$ cat src/design/minerPkg.sv
`default_nettype none

package minerPkg;

    // Serial line timing
    localparam int clocksPerBit = 8;
    localparam int bitTimerW = $clog2(clocksPerBit);
    // Four bytes, each with start and stop bit
    localparam int txFrameBits = 40;
    localparam int txCountW = $clog2(txFrameBits + 1);

    // Job frame and hash
    localparam int jobBytes = 13;
    localparam int hashCycles = 66;
    // Message is 12 data bytes plus the nonce
    localparam logic [63:0] msgBits = 64'd128;

    localparam logic [0:63][31:0] roundK = {
        32'h428a2f98, 32'h71374491, 32'hb5c0fbcf, 32'he9b5dba5,
        32'h3956c25b, 32'h59f111f1, 32'h923f82a4, 32'hab1c5ed5,
        32'hd807aa98, 32'h12835b01, 32'h243185be, 32'h550c7dc3,
        32'h72be5d74, 32'h80deb1fe, 32'h9bdc06a7, 32'hc19bf174,
        32'he49b69c1, 32'hefbe4786, 32'h0fc19dc6, 32'h240ca1cc,
        32'h2de92c6f, 32'h4a7484aa, 32'h5cb0a9dc, 32'h76f988da,
        32'h983e5152, 32'ha831c66d, 32'hb00327c8, 32'hbf597fc7,
        32'hc6e00bf3, 32'hd5a79147, 32'h06ca6351, 32'h14292967,
        32'h27b70a85, 32'h2e1b2138, 32'h4d2c6dfc, 32'h53380d13,
        32'h650a7354, 32'h766a0abb, 32'h81c2c92e, 32'h92722c85,
        32'ha2bfe8a1, 32'ha81a664b, 32'hc24b8b70, 32'hc76c51a3,
        32'hd192e819, 32'hd6990624, 32'hf40e3585, 32'h106aa070,
        32'h19a4c116, 32'h1e376c08, 32'h2748774c, 32'h34b0bcb5,
        32'h391c0cb3, 32'h4ed8aa4a, 32'h5b9cca4f, 32'h682e6ff3,
        32'h748f82ee, 32'h78a5636f, 32'h84c87814, 32'h8cc70208,
        32'h90befffa, 32'ha4506ceb, 32'hbef9a3f7, 32'hc67178f2
    };

    // Working variables a to h
    typedef struct packed {
        logic [31:0] a, b, c, d, e, f, g, h;
    } hashState;

    localparam hashState hashInit = {
        32'h6a09e667, 32'hbb67ae85, 32'h3c6ef372, 32'ha54ff53a,
        32'h510e527f, 32'h9b05688c, 32'h1f83d9ab, 32'h5be0cd19
    };

    typedef struct packed {
        logic [95:0] blockData;
        // Leading zero bits wanted, 0 to 32
        logic [7:0]  difficulty;
    } jobFields;

    // Byte 0 is the first byte on the line and the top of blockData
    typedef union packed {
        logic [0:jobBytes-1][7:0] bytes;
        jobFields                 fields;
    } jobFrame;

endpackage

`default_nettype wire

$ cat src/design/jobRegs.sv
`default_nettype none

module jobRegs (
    input  wire                 clock,
    input  wire                 rst,
    input  wire                 byteValid,
    input  wire [7:0]           byteData,
    output minerPkg::jobFields  job,
    output logic                jobStart
);
    import minerPkg::*;

    jobFrame    frame;
    jobFrame    nextFrame;
    logic [3:0] byteCount;
    logic       lastByte;

    assign lastByte = (byteCount == 4'(jobBytes - 1));

    // Incoming byte merged at its index
    always_comb begin
        nextFrame = frame;
        nextFrame.bytes[byteCount] = byteData;
    end

    always_ff @(posedge clock) begin
        if (rst) begin
            byteCount <= '0;
            jobStart  <= 1'b0;
        end else begin
            jobStart <= 1'b0;
            if (byteValid) begin
                if (lastByte) begin
                    byteCount <= '0;
                    jobStart  <= 1'b1;
                end else begin
                    byteCount <= byteCount + 4'd1;
                end
            end
        end
    end

    // Job held stable for the search until the next full frame
    always_ff @(posedge clock) begin
        if (byteValid) begin
            frame <= nextFrame;
            if (lastByte) begin
                job <= nextFrame.fields;
            end
        end
    end

endmodule

`default_nettype wire

$ cat src/design/minerTop.sv
`default_nettype none

module minerTop (
    input  wire clock,
    input  wire rst,
    input  wire rxd,
    output wire txd,
    output wire mining,
    output wire found
);
    import minerPkg::*;

    logic         byteValid;
    logic [7:0]   byteData;
    jobFields     job;
    logic         jobStart;
    logic         hashStart;
    logic [511:0] block;
    logic         hashDone;
    logic [255:0] digest;
    logic         sendStart;
    logic [31:0]  winNonce;
    // Only watched from outside the datapath
    logic         busy;

    uartReceiver uartReceiver_inst (
        .clock(clock), .rst(rst), .rxd(rxd),
        .byteValid(byteValid), .byteData(byteData)
    );

    // Job config sits beside the search it steers
    jobRegs jobRegs_inst (
        .clock(clock), .rst(rst), .byteValid(byteValid), .byteData(byteData),
        .job(job), .jobStart(jobStart)
    );

    nonceSearch nonceSearch_inst (
        .clock(clock), .rst(rst), .job(job), .jobStart(jobStart),
        .hashDone(hashDone), .digest(digest), .hashStart(hashStart),
        .block(block), .mining(mining), .found(found),
        .sendStart(sendStart), .winNonce(winNonce)
    );

    sha256Core sha256Core_inst (
        .clock(clock), .rst(rst), .hashStart(hashStart), .block(block),
        .hashDone(hashDone), .digest(digest)
    );

    uartTransmitter uartTransmitter_inst (
        .clock(clock), .rst(rst), .sendStart(sendStart), .winNonce(winNonce),
        .txd(txd), .busy(busy)
    );

endmodule

`default_nettype wire

$ cat src/design/nonceSearch.sv
`default_nettype none

module nonceSearch (
    input  wire                 clock,
    input  wire                 rst,
    input  wire minerPkg::jobFields job,
    input  wire                 jobStart,
    input  wire                 hashDone,
    input  wire  [255:0]        digest,
    output logic                hashStart,
    output logic [511:0]        block,
    output logic                mining,
    output logic                found,
    output logic                sendStart,
    output logic [31:0]         winNonce
);
    import minerPkg::*;

    logic [31:0] nonce;
    logic [31:0] zeroMask;
    logic        hit;
    logic        doneSeen;

    // Data, nonce, pad bit, zeros, then the 64-bit length
    assign block = {job.blockData, nonce, 1'b1, 319'd0, msgBits};

    // Top difficulty bits of H0 must be clear
    assign zeroMask = ~(32'hffff_ffff >> job.difficulty);
    assign hit = (digest[255:224] & zeroMask) == 32'd0;

    // Done during a restart is from the abandoned hash
    assign doneSeen = hashDone && mining && !hashStart;

    always_ff @(posedge clock) begin
        if (rst) begin
            nonce     <= '0;
            mining    <= 1'b0;
            found     <= 1'b0;
            hashStart <= 1'b0;
            sendStart <= 1'b0;
        end else begin
            hashStart <= 1'b0;
            sendStart <= 1'b0;
            if (jobStart) begin
                nonce     <= '0;
                mining    <= 1'b1;
                found     <= 1'b0;
                hashStart <= 1'b1;
            end else if (doneSeen) begin
                if (hit) begin
                    found     <= 1'b1;
                    mining    <= 1'b0;
                    sendStart <= 1'b1;
                end else if (&nonce) begin
                    // Nonce space exhausted
                    mining <= 1'b0;
                end else begin
                    nonce     <= nonce + 32'd1;
                    hashStart <= 1'b1;
                end
            end
        end
    end

    always_ff @(posedge clock) begin
        if (!jobStart && doneSeen && hit) begin
            winNonce <= nonce;
        end
    end

endmodule

`default_nettype wire

$ cat src/design/sha256Core.sv
`default_nettype none

module sha256Core (
    input  wire          clock,
    input  wire          rst,
    input  wire          hashStart,
    input  wire  [511:0] block,
    output logic         hashDone,
    output logic [255:0] digest
);
    import minerPkg::*;

    hashState          state;
    // sched[0] is the W word of the current round
    logic [0:15][31:0] sched;
    logic              running;
    // 1 to 64 are rounds, 65 is the final add
    logic [6:0]        step;
    logic [5:0]        roundIdx;
    logic              lastStep;
    logic              roundStep;
    logic [31:0]       t1;
    logic [31:0]       t2;
    logic [31:0]       nextW;

    function automatic logic [31:0] rotr(input logic [31:0] x, input int n);
        return (x >> n) | (x << (32 - n));
    endfunction

    assign roundIdx  = step[5:0] - 6'd1;
    assign lastStep  = running && (step == 7'(hashCycles - 1));
    assign roundStep = running && !lastStep;

    always_comb begin
        t1 = state.h + (rotr(state.e, 6) ^ rotr(state.e, 11) ^ rotr(state.e, 25))
           + ((state.e & state.f) ^ (~state.e & state.g))
           + roundK[roundIdx] + sched[0];
        t2 = (rotr(state.a, 2) ^ rotr(state.a, 13) ^ rotr(state.a, 22))
           + ((state.a & state.b) ^ (state.a & state.c) ^ (state.b & state.c));
        // Schedule word sixteen rounds ahead
        nextW = (rotr(sched[14], 17) ^ rotr(sched[14], 19) ^ (sched[14] >> 10))
              + sched[9]
              + (rotr(sched[1], 7) ^ rotr(sched[1], 18) ^ (sched[1] >> 3))
              + sched[0];
    end

    always_ff @(posedge clock) begin
        if (rst) begin
            running  <= 1'b0;
            step     <= '0;
            hashDone <= 1'b0;
        end else begin
            hashDone <= 1'b0;
            // A new start drops any hash in flight
            if (hashStart) begin
                running <= 1'b1;
                step    <= 7'd1;
            end else if (running) begin
                step <= step + 7'd1;
                if (lastStep) begin
                    running  <= 1'b0;
                    hashDone <= 1'b1;
                end
            end
        end
    end

    always_ff @(posedge clock) begin
        if (hashStart) begin
            state <= hashInit;
            sched <= block;
        end else if (roundStep) begin
            state <= {t1 + t2, state.a, state.b, state.c,
                      state.d + t1, state.e, state.f, state.g};
            sched <= {sched[1:15], nextW};
        end
    end

    // Digest holds until the next final add
    always_ff @(posedge clock) begin
        if (!hashStart && lastStep) begin
            digest <= {state.a + hashInit.a, state.b + hashInit.b,
                       state.c + hashInit.c, state.d + hashInit.d,
                       state.e + hashInit.e, state.f + hashInit.f,
                       state.g + hashInit.g, state.h + hashInit.h};
        end
    end

endmodule

`default_nettype wire

$ cat src/design/uartReceiver.sv
`default_nettype none

module uartReceiver (
    input  wire        clock,
    input  wire        rst,
    input  wire        rxd,
    output logic       byteValid,
    output logic [7:0] byteData
);
    import minerPkg::*;

    logic                 rxMeta;
    logic                 rxSync;
    logic                 rxPrev;
    logic                 receiving;
    logic [bitTimerW-1:0] bitTimer;
    // 0 start, 1 to 8 data, 9 stop
    logic [3:0]           bitIdx;
    logic                 sampleNow;

    assign sampleNow = receiving && (bitTimer == '0);

    // Two flop synchronizer, plus one more for edge detect
    always_ff @(posedge clock) begin
        if (rst) begin
            rxMeta <= 1'b1;
            rxSync <= 1'b1;
            rxPrev <= 1'b1;
        end else begin
            rxMeta <= rxd;
            rxSync <= rxMeta;
            rxPrev <= rxSync;
        end
    end

    always_ff @(posedge clock) begin
        if (rst) begin
            receiving <= 1'b0;
            bitTimer  <= '0;
            bitIdx    <= '0;
            byteValid <= 1'b0;
        end else begin
            byteValid <= 1'b0;
            if (!receiving) begin
                // Falling edge starts a frame, first sample half a bit later
                if (rxPrev && !rxSync) begin
                    receiving <= 1'b1;
                    bitTimer  <= bitTimerW'(clocksPerBit / 2 - 1);
                    bitIdx    <= '0;
                end
            end else if (!sampleNow) begin
                bitTimer <= bitTimer - 1'b1;
            end else begin
                bitTimer <= bitTimerW'(clocksPerBit - 1);
                bitIdx   <= bitIdx + 4'd1;
                // Start bit gone high again, just a glitch
                if (bitIdx == 4'd0 && rxSync) begin
                    receiving <= 1'b0;
                end else if (bitIdx == 4'd9) begin
                    receiving <= 1'b0;
                    // Bad stop bit drops the byte
                    byteValid <= rxSync;
                end
            end
        end
    end

    // Data bits arrive LSB first
    always_ff @(posedge clock) begin
        if (sampleNow && bitIdx >= 4'd1 && bitIdx <= 4'd8) begin
            byteData <= {rxSync, byteData[7:1]};
        end
    end

endmodule

`default_nettype wire

$ cat src/design/uartTransmitter.sv
`default_nettype none

module uartTransmitter (
    input  wire        clock,
    input  wire        rst,
    input  wire        sendStart,
    input  wire [31:0] winNonce,
    output wire        txd,
    output logic       busy
);
    import minerPkg::*;

    logic [txFrameBits-1:0] frame;
    logic [bitTimerW-1:0]   bitTimer;
    logic [txCountW-1:0]    bitsLeft;
    logic                   bitEnd;
    logic                   loadFrame;

    assign bitEnd = busy && (bitTimer == bitTimerW'(clocksPerBit - 1));
    // Ignored while a frame is going out
    assign loadFrame = sendStart && !busy;
    // Line idles high
    assign txd = busy ? frame[0] : 1'b1;

    always_ff @(posedge clock) begin
        if (rst) begin
            busy     <= 1'b0;
            bitTimer <= '0;
            bitsLeft <= '0;
        end else if (loadFrame) begin
            busy     <= 1'b1;
            bitTimer <= '0;
            bitsLeft <= txCountW'(txFrameBits);
        end else if (bitEnd) begin
            bitTimer <= '0;
            bitsLeft <= bitsLeft - 1'b1;
            // Last stop bit done
            if (bitsLeft == txCountW'(1)) begin
                busy <= 1'b0;
            end
        end else if (busy) begin
            bitTimer <= bitTimer + 1'b1;
        end
    end

    // Per byte: start, 8 data LSB first, stop; byte 0 goes first
    always_ff @(posedge clock) begin
        if (loadFrame) begin
            frame <= {1'b1, winNonce[31:24], 1'b0, 1'b1, winNonce[23:16], 1'b0,
                      1'b1, winNonce[15:8], 1'b0, 1'b1, winNonce[7:0], 1'b0};
        end else if (bitEnd) begin
            frame <= {1'b1, frame[txFrameBits-1:1]};
        end
    end

endmodule

`default_nettype wire

$ cat config.mk
export PLATFORM = sky130hd
export DESIGN_NAME = minerTop
export DESIGN_NICKNAME = d
export VERILOG_FILES = /design/src/design/minerPkg.sv /design/src/design/jobRegs.sv /design/src/design/minerTop.sv /design/src/design/nonceSearch.sv /design/src/design/sha256Core.sv /design/src/design/uartReceiver.sv /design/src/design/uartTransmitter.sv
export SDC_FILE = /design/constraint.sdc
export NUM_CORES = 2
export LEC_CHECK = 0
export BUFFER_PORTS_ARGS = -buffer_cell sky130_fd_sc_hd__buf_2
export CORE_ASPECT_RATIO = 1.5
export CORE_UTILIZATION = 59
export CTS_CLUSTER_DIAMETER = 30
export DETAILED_ROUTE_END_ITERATION = 6
export PLACE_DENSITY_LB_ADDON = 0.08
export SETUP_SLACK_MARGIN = 0.4
export SYNTH_ARGS = -nofsm -noshare
export SYNTH_HDL_FRONTEND = slang
export SYNTH_SLANG_ARGS = --single-unit
export TNS_END_PERCENT = 20
$ cat constraint.sdc
create_clock -name clock -period 13.45 [get_ports clock]
set_input_delay 0 -clock clock [delete_from_list [all_inputs] [get_ports clock]]
set_output_delay 0 -clock clock [all_outputs]
set_load 0.05 [all_outputs]
; Word level (Yosys, flattened, before mapping)
; Memory sizes are Yosys's and may differ from the RTL's.
; Index checks and enable logic that the tools add are counted.
[totals]
rom_bits = 2048
wordCells = 220
memories = 1
reg_bits = 1383
[op_classes]
n_eq_ne = 6
bitwise = 39
add_sub_neg = 26
n_mux = 43
n_reduce_logical = 45
shift = 1
n_lt_le_gt_ge = 5
[memory_table]
columns = name, depth, width, rd, rd_ports_with_merged_regs, wr, line
row1 = (name not given), 64, 32, 1, 0, 0, sha256Core.sv:37  ; + roundK[roundIdx] + sched[0];
[op_table]
columns = cell, n
row1 = $mux 512, 2
row2 = $add 32x32->32, 10
row3 = $xor 32x32->32, 9
row4 = $and 32x32->32, 6
row5 = $bwmux 104, 1
row6 = $add 32x31->32 const B, 3
row7 = $add 32x32->32 const B, 3
row8 = $mux 39, 2
row9 = $mux 32, 2
row10 = $not 32->32, 2
row11 = $add 32x1->32 const B, 1
row12 = $add 32x29->32 const B, 1
row13 = $add 32x30->32 const B, 1
row14 = $demux 8 s4, 1
row15 = $logic_not 32->1, 1
row16 = $or 10x32->32, 1
row17 = $or 13x32->32, 1
row18 = $or 14x32->32, 1
row19 = $or 15x32->32, 1
row20 = $or 19x32->32, 1
row21 = $or 21x32->32, 1
row22 = $or 25x32->32, 1
row23 = $or 26x32->32, 1
row24 = $or 30x32->32, 1
row25 = other kinds (39), 111

; Logic depth before layout (Yosys ltp)
[depth]
depth_word = 8
mapped_depth = 42
depth_no_buf = 39

; Modules after synthesis
; A second synthesis with hierarchy kept.
[unflattened]
cells_unflattened = 6746
hier_area_um2 = 76612.2
[by_module_without_submodules]
columns = module, instances, cells_each, seq_area_each_um2, area_each_um2
row1 = sha256Core, 1, 5345, 28367.2, 59016.6
row2 = jobRegs, 1, 372, 6346.1, 7878.8
row3 = nonceSearch, 1, 811, 1681.6, 6841.6
row4 = uartTransmitter, 1, 147, 1301.2, 2039.5
row5 = uartReceiver, 1, 71, 480.5, 835.8

; Least setup slack after synthesis
; No wires, ideal clock.
[synth_path]
kind = reg2reg
start = reg sha256Core_inst.step[0]
end = reg sha256Core_inst.state[255] (netlist bit)
slack_ns = 4.005
t_arrival_ns = 9.383
path_buffers = 5
required_ns = 13.388
stages_incl_launch_ff = 41
period_less_slack_ns = 9.445
cell_sequence = dfxtp_1 clkbuf_1 clkinv_1 ha_1 clkbuf_1 clkinv_1 ha_1 clkbuf_1 inv_1 clkbuf_1 clkbuf_1 ha_1 a311oi_1 o41ai_1 a21oi_1 fa_1 inv_1 fa_1 (+5 left out) a21o_1 a21o_1 a21o_1 a21o_1 a22oi_2 a2111oi_4 o21ai_1 mux2_4 a2111oi_2 fa_1 inv_1 ha_1 a21oi_1 nor2_1 a21oi_1 nand4_1 or3_1 nand3_1
[synth_between]
elab_chain_len = 8
word_cells_on_any_way = 12
cone_classes = add/sub: 4 / eq/ne: 1 / mux: 2 / bitwise: 1 / reduce/logical: 3 / memory: 1
[synth_rtl]
columns = element, line
row1 = from (decl), sha256Core.sv:18  ; logic [6:0] step;
row2 = from (signal assigned), sha256Core.sv:59  ; step <= step + 7'd1;
row3 = $sub 6x1->6, sha256Core.sv:30  ; assign roundIdx = step[5:0] - 6'd1;
row4 = $not 6->7 (implied by the code), sha256Core.sv:37
row5 = $mem_v2 64x32, --
row6 = $mux 32 (implied by the code) (2 in series), sha256Core.sv:37
row7 = $add 32x32->32 (2 in series), sha256Core.sv:37
row8 = $add 32x32->32, sha256Core.sv:73  ; state <= {t1 + t2, state.a, state.b, state.c,
row9 = to (signal assigned), sha256Core.sv:70  ; state <= hashInit;
row10 = to (signal assigned), sha256Core.sv:73
row11 = to (decl), sha256Core.sv:13  ; hashState state;
; Several ways; a longest one is shown, not always the timed one. The select of a mux whose other input is x is not followed.
; A chain may end at the register's enable or synchronous reset.

; Worst setup path in the final report
[layout_path]
start = reg sha256Core_inst.step[1]
end = reg sha256Core_inst.state[255] (netlist bit)
; The elaborated chain is that of the path after synthesis.

==> insert_results.sql <==
INSERT INTO impl_metrics (metric_group, metric, value, unit) VALUES
('timing', 'grt_setup_unrepaired', 'false', ''),
('cts', 'cell_chosen_for_the_clock_root', 'clkbuf_16', ''),
('cells_and_area', 'final_design_area_no_fill', '65900', 'µm²'),
('detailed_routing', 'wire_per_inst', '22.5', 'µm'),
('detailed_routing', 'count_of_antenna_violating_nets_left_after_detailed_routing', '0', ''),
('logic_synthesis', 'fraction_of_the_yosys_area_taken_by_sequential_cells', '0.466', ''),
('timing', 'skew', '0.0659', 'ns'),
('logic_synthesis', 'postSynth.asyncResetShare', '0', ''),
('placement', 'detailed_place.area', '59800', 'µm²'),
('cts', 'clk-insertion-delay-late', '0.83', 'ns'),
('cts', 'path_clk_slew', '0.06', 'ns'),
('die', 'core_footprint', '99000', 'µm²'),
('cts', 'cts_tree', 'done', ''),
('critical_path', 'start_kind', 'flop', ''),
('cts', 'cts.path.max_buffers', '3', ''),
('global_route', 'globalRouteTotalUtil', '0.342', ''),
('die', 'design.die.area', '102000', 'µm²'),
('logic_synthesis', 'ranking_of_synthesized_cells_by_area', 'dfxtp_1 (24%), edfxtp_1 (22%), nand2_1 (10%)', ''),
('cells_and_area', 'n_fill_cell', '8020', ''),
('global_route', 'number_of_global_route_vias_before_repair', '44440', ''),
('cts', 'cts-buffers-inserted', '171', ''),
('timing', 'final_period_minus_worst_setup_slack', '10.79', 'ns'),
('timing', 'maxSlewHeadroom', '0.150', ''),
('status', 'status', 'finished, violations left', ''),
('critical_path', 'timing.critical_path.slowest_cell_delay', '0.65', 'ns'),
('logic_synthesis', 'leading_cell_type_by_number_of_instances_after_synthesis', 'nand2_1', ''),
('global_route', 'grt_pass1_wl', '263', 'mm'),
('placement', 'place.detailed.hpwl', '120', 'mm'),
('die', 'initial_core_util', '0.598', ''),
('timing', 'final-max-slew-violation-count', '0', ''),
('timing', 'timing.final.setup_violations', '0', ''),
('global_route', 'number_of_antenna_violations_at_the_first_check_in_global_routing', '1', ''),
('logic_synthesis', 'syn_avg_cell_area', '9.16', 'µm²'),
('die', 'io_pins', '6', ''),
('timing', 'worst_slew_pin_slew', '1.26', 'ns'),
('logic_synthesis', 'ys_ff_latch', '1159', ''),
('critical_path', 'critical_path_arrival', '11.54', 'ns'),
('cts', 'clock_tree.htree_level_count', '4', ''),
('placement', 'globalplace.congestion', '1.00', ''),
('logic_synthesis', 'synthesis.nets', '6809', ''),
('placement', 'numPlacedInstances', '7360', ''),
('cells_and_area', 'final_cells', '7686', ''),
('logic_synthesis', 'mappedNetlistArea', '59200', 'µm²'),
('detailed_routing', 'remaining_drc_errors', '1', ''),
('timing', 'report.final.hold_viol_count', '0', ''),
('logic_synthesis', 'netlist_cell_types', '91', ''),
('logic_synthesis', 'yosys-top-cells-count', 'nand2_1 (1640), dfxtp_1 (719), a21oi_1 (674)', ''),
('critical_path', 'crit_path_max_delay_cell_type', 'o41ai_1', ''),
('status', 'violations_in_the_final_reports', 'DRC', ''),
('logic_synthesis', 'ys_dominant_reg_cell', 'dfxtp_1', ''),
('die', 'dieHeight', '390', 'µm'),
('detailed_routing', 'via_count', '45520', ''),
('cts', 'count_of_instances_resized_after_the_clock_tree_is_built', '0', ''),
('detailed_routing', 'totalWireLength', '173', 'mm'),
('critical_path', 'timing.critical_path.mode_cell', 'a21o_1', ''),
('logic_synthesis', 'yosys.area.top_type_share', '0.243', ''),
('cells_and_area', 'layout-area-overhead-vs-synth', '11.3', '%'),
('global_route', 'grt_max_degree', '200', ''),
('cts', 'clock_sinks', '1159', ''),
('die', 'placement_rows', '141', ''),
('cells_and_area', 'layout.nets', '6598', ''),
('timing', 'timing.fmax', '92.7', 'MHz'),
('flow_run', 'cap_violations', '0', ''),
('detailed_routing', 'via_per_inst', '5.92', ''),
('cells_and_area', 'antenna_cells_inserted', '0', ''),
('placement', 'port_buffers', '5', ''),
('critical_path', 'critical_path_required', '14.20', 'ns'),
('logic_synthesis', 'yosysWarningCount', '0', ''),
('critical_path', 'timing.setup.critical_path_class', 'reg -> reg', ''),
('critical_path', 'endpoint_kind', 'flop', ''),
('timing', 'layout_worst_path_cycle_share', '0.802', ''),
('logic_synthesis', 'postSynthCellCount', '6461', ''),
('detailed_routing', 'detail_route.iter0.violations', '3832', ''),
('die', 'width_of_the_die', '261', 'µm'),
('detailed_routing', 'first_pass_iters', '7', ''),
('global_route', 'globalRoute.totalOverflow', '0', ''),
('cells_and_area', 'layout-drive-gt1-share', '0.0836', ''),
('timing', 'setup-tns-final', '0', 'ns'),
('critical_path', 'worstPathMaxFanout', '44', ''),
('logic_synthesis', 'cell_taking_the_most_area_after_synthesis', 'dfxtp_1', ''),
('hold_path', 'hp-class', 'in -> reg', ''),
('logic_synthesis', 'synth_enable_flop_cells', '440', '');
==> path summary, 6_finish.rpt <==
path	start	to	slack, ns	cells past startpoint
worst max-delay path	sha256Core_inst.step[1]$_SDFFE_PP0P_	sha256Core_inst.state[255]$_SDFFE_PP0P_	2.66	39
worst min-delay path	rst	uartTransmitter_inst.busy$_SDFFE_PP0P_	0.32	4
worst max register to register	sha256Core_inst.step[1]$_SDFFE_PP0P_	sha256Core_inst.state[255]$_SDFFE_PP0P_	2.66	39
worst min register to register	uartReceiver_inst.rxMeta$_SDFF_PP1_	uartReceiver_inst.rxSync$_SDFF_PP1_	0.42	1
==> layout by cell type (no fill, tap or decap), drive strengths merged, types with 18 or more instances in the layout <==
cell type	Yosys	layout
nand2	1640	1640
dfxtp	719	719
a21oi	674	674
edfxtp	440	440
xnor2	322	322
o21ai	305	305
inv	237	276
nor2	222	222
clkbuf	426	195
fa	187	187
ha	158	158
nand3	156	156
mux2	111	111
xor2	98	98
nor3	73	73
buf	33	71
a21o	69	69
clkinv	4	61
o211ai	58	58
a211oi	47	47
mux2i	38	38
a22o	35	35
a31oi	32	32
nand2b	27	27
maj3	23	23
nand4	23	23
or3	20	20
nor2b	19	19
a311oi	18	18
==> sequential cells by signal, indices dropped and copies added, names as in the netlist, 8 cells and up <==
register	flops
jobRegs_inst.frame	104
jobRegs_inst.job	104
nonceSearch_inst.nonce	32
nonceSearch_inst.winNonce	32
sha256Core_inst.digest	32
sha256Core_inst.sched	512
sha256Core_inst.state	256
uartReceiver_inst.byteData	8
uartTransmitter_inst.frame	39
==> final cells by class <==
class                      instances  area (µm²)  area share
multi-input combinational       4602       29100       0.441
sequential                      1159       27600       0.419
clock buffer                     195        4490      0.0682
clock inverter                   127        1610      0.0245
tap                             1287        1610      0.0244
inverter                         241         912      0.0138
timing repair buffer              75         611     0.00926
==> layer usage <==
| layer | up-vias | share of wire | GRT usage |
|---|---|---|---|
| met3 | 477 | 0.047 | 0.0451 |
| met2 | 1391 | 0.51 | 0.594 |
| met1 | 22115 | 0.38 | 0.395 |
| met4 | 0 | 0.069 | 0.222 |
| li1 | 21537 | - | - |
| met5 | - | 0 | 0 |
==> cells by family (layout without fill, tap and decap cells) <==
| logic type | count (synthesis) | after routing | synth area share |
|---|---|---|---|
| mux | 153 | 153 | 0.0291 |
| flops | 1159 | 1159 | 0.466 |
| simple gates | 2255 | 2255 | 0.156 |
| buf+inv | 700 | 638 | 0.0446 |
| compound gates | 1406 | 1406 | 0.141 |
| xor+xnor | 420 | 420 | 0.0621 |
| fa+ha+maj | 368 | 368 | 0.101 |
==> worst max-delay path: cells and delay by family (launching register included) <==
kind                     cells  cell delay (ns)
adder cells (fa/ha/maj)      9             3.81
flip-flops                   1             0.30
AO/OA/AOI/OAI               14             3.45
buffers and inverters       11             2.14
multiplexers                 1             0.33
AND/OR/NAND/NOR              4             0.65
==> stage by stage <==
step / setup slack (ns) / utilization / hold WS (ns)
detailed placement: 2.91 / 0.604 / 0.215
CTS: 2.91 / 0.666 / 0.297
finish: 2.66 / 0.666 / 0.319
floorplan: 4.01 / - / 0.104
global route: 2.19 / 0.666 / 0.348
global placement: 3.01 / 0.604 / 0.213
==> repair_timing <==
action | 4_1_cts | 5_1_grt
endpoints found under the hold margin | 22 | 0
hold buffers | 4 | 0
buffers inserted | 0 | 0
Power is left out: the tool's default activity adds up to more than one toggle a clock period on the data nets, which glitch-free logic cannot reach.
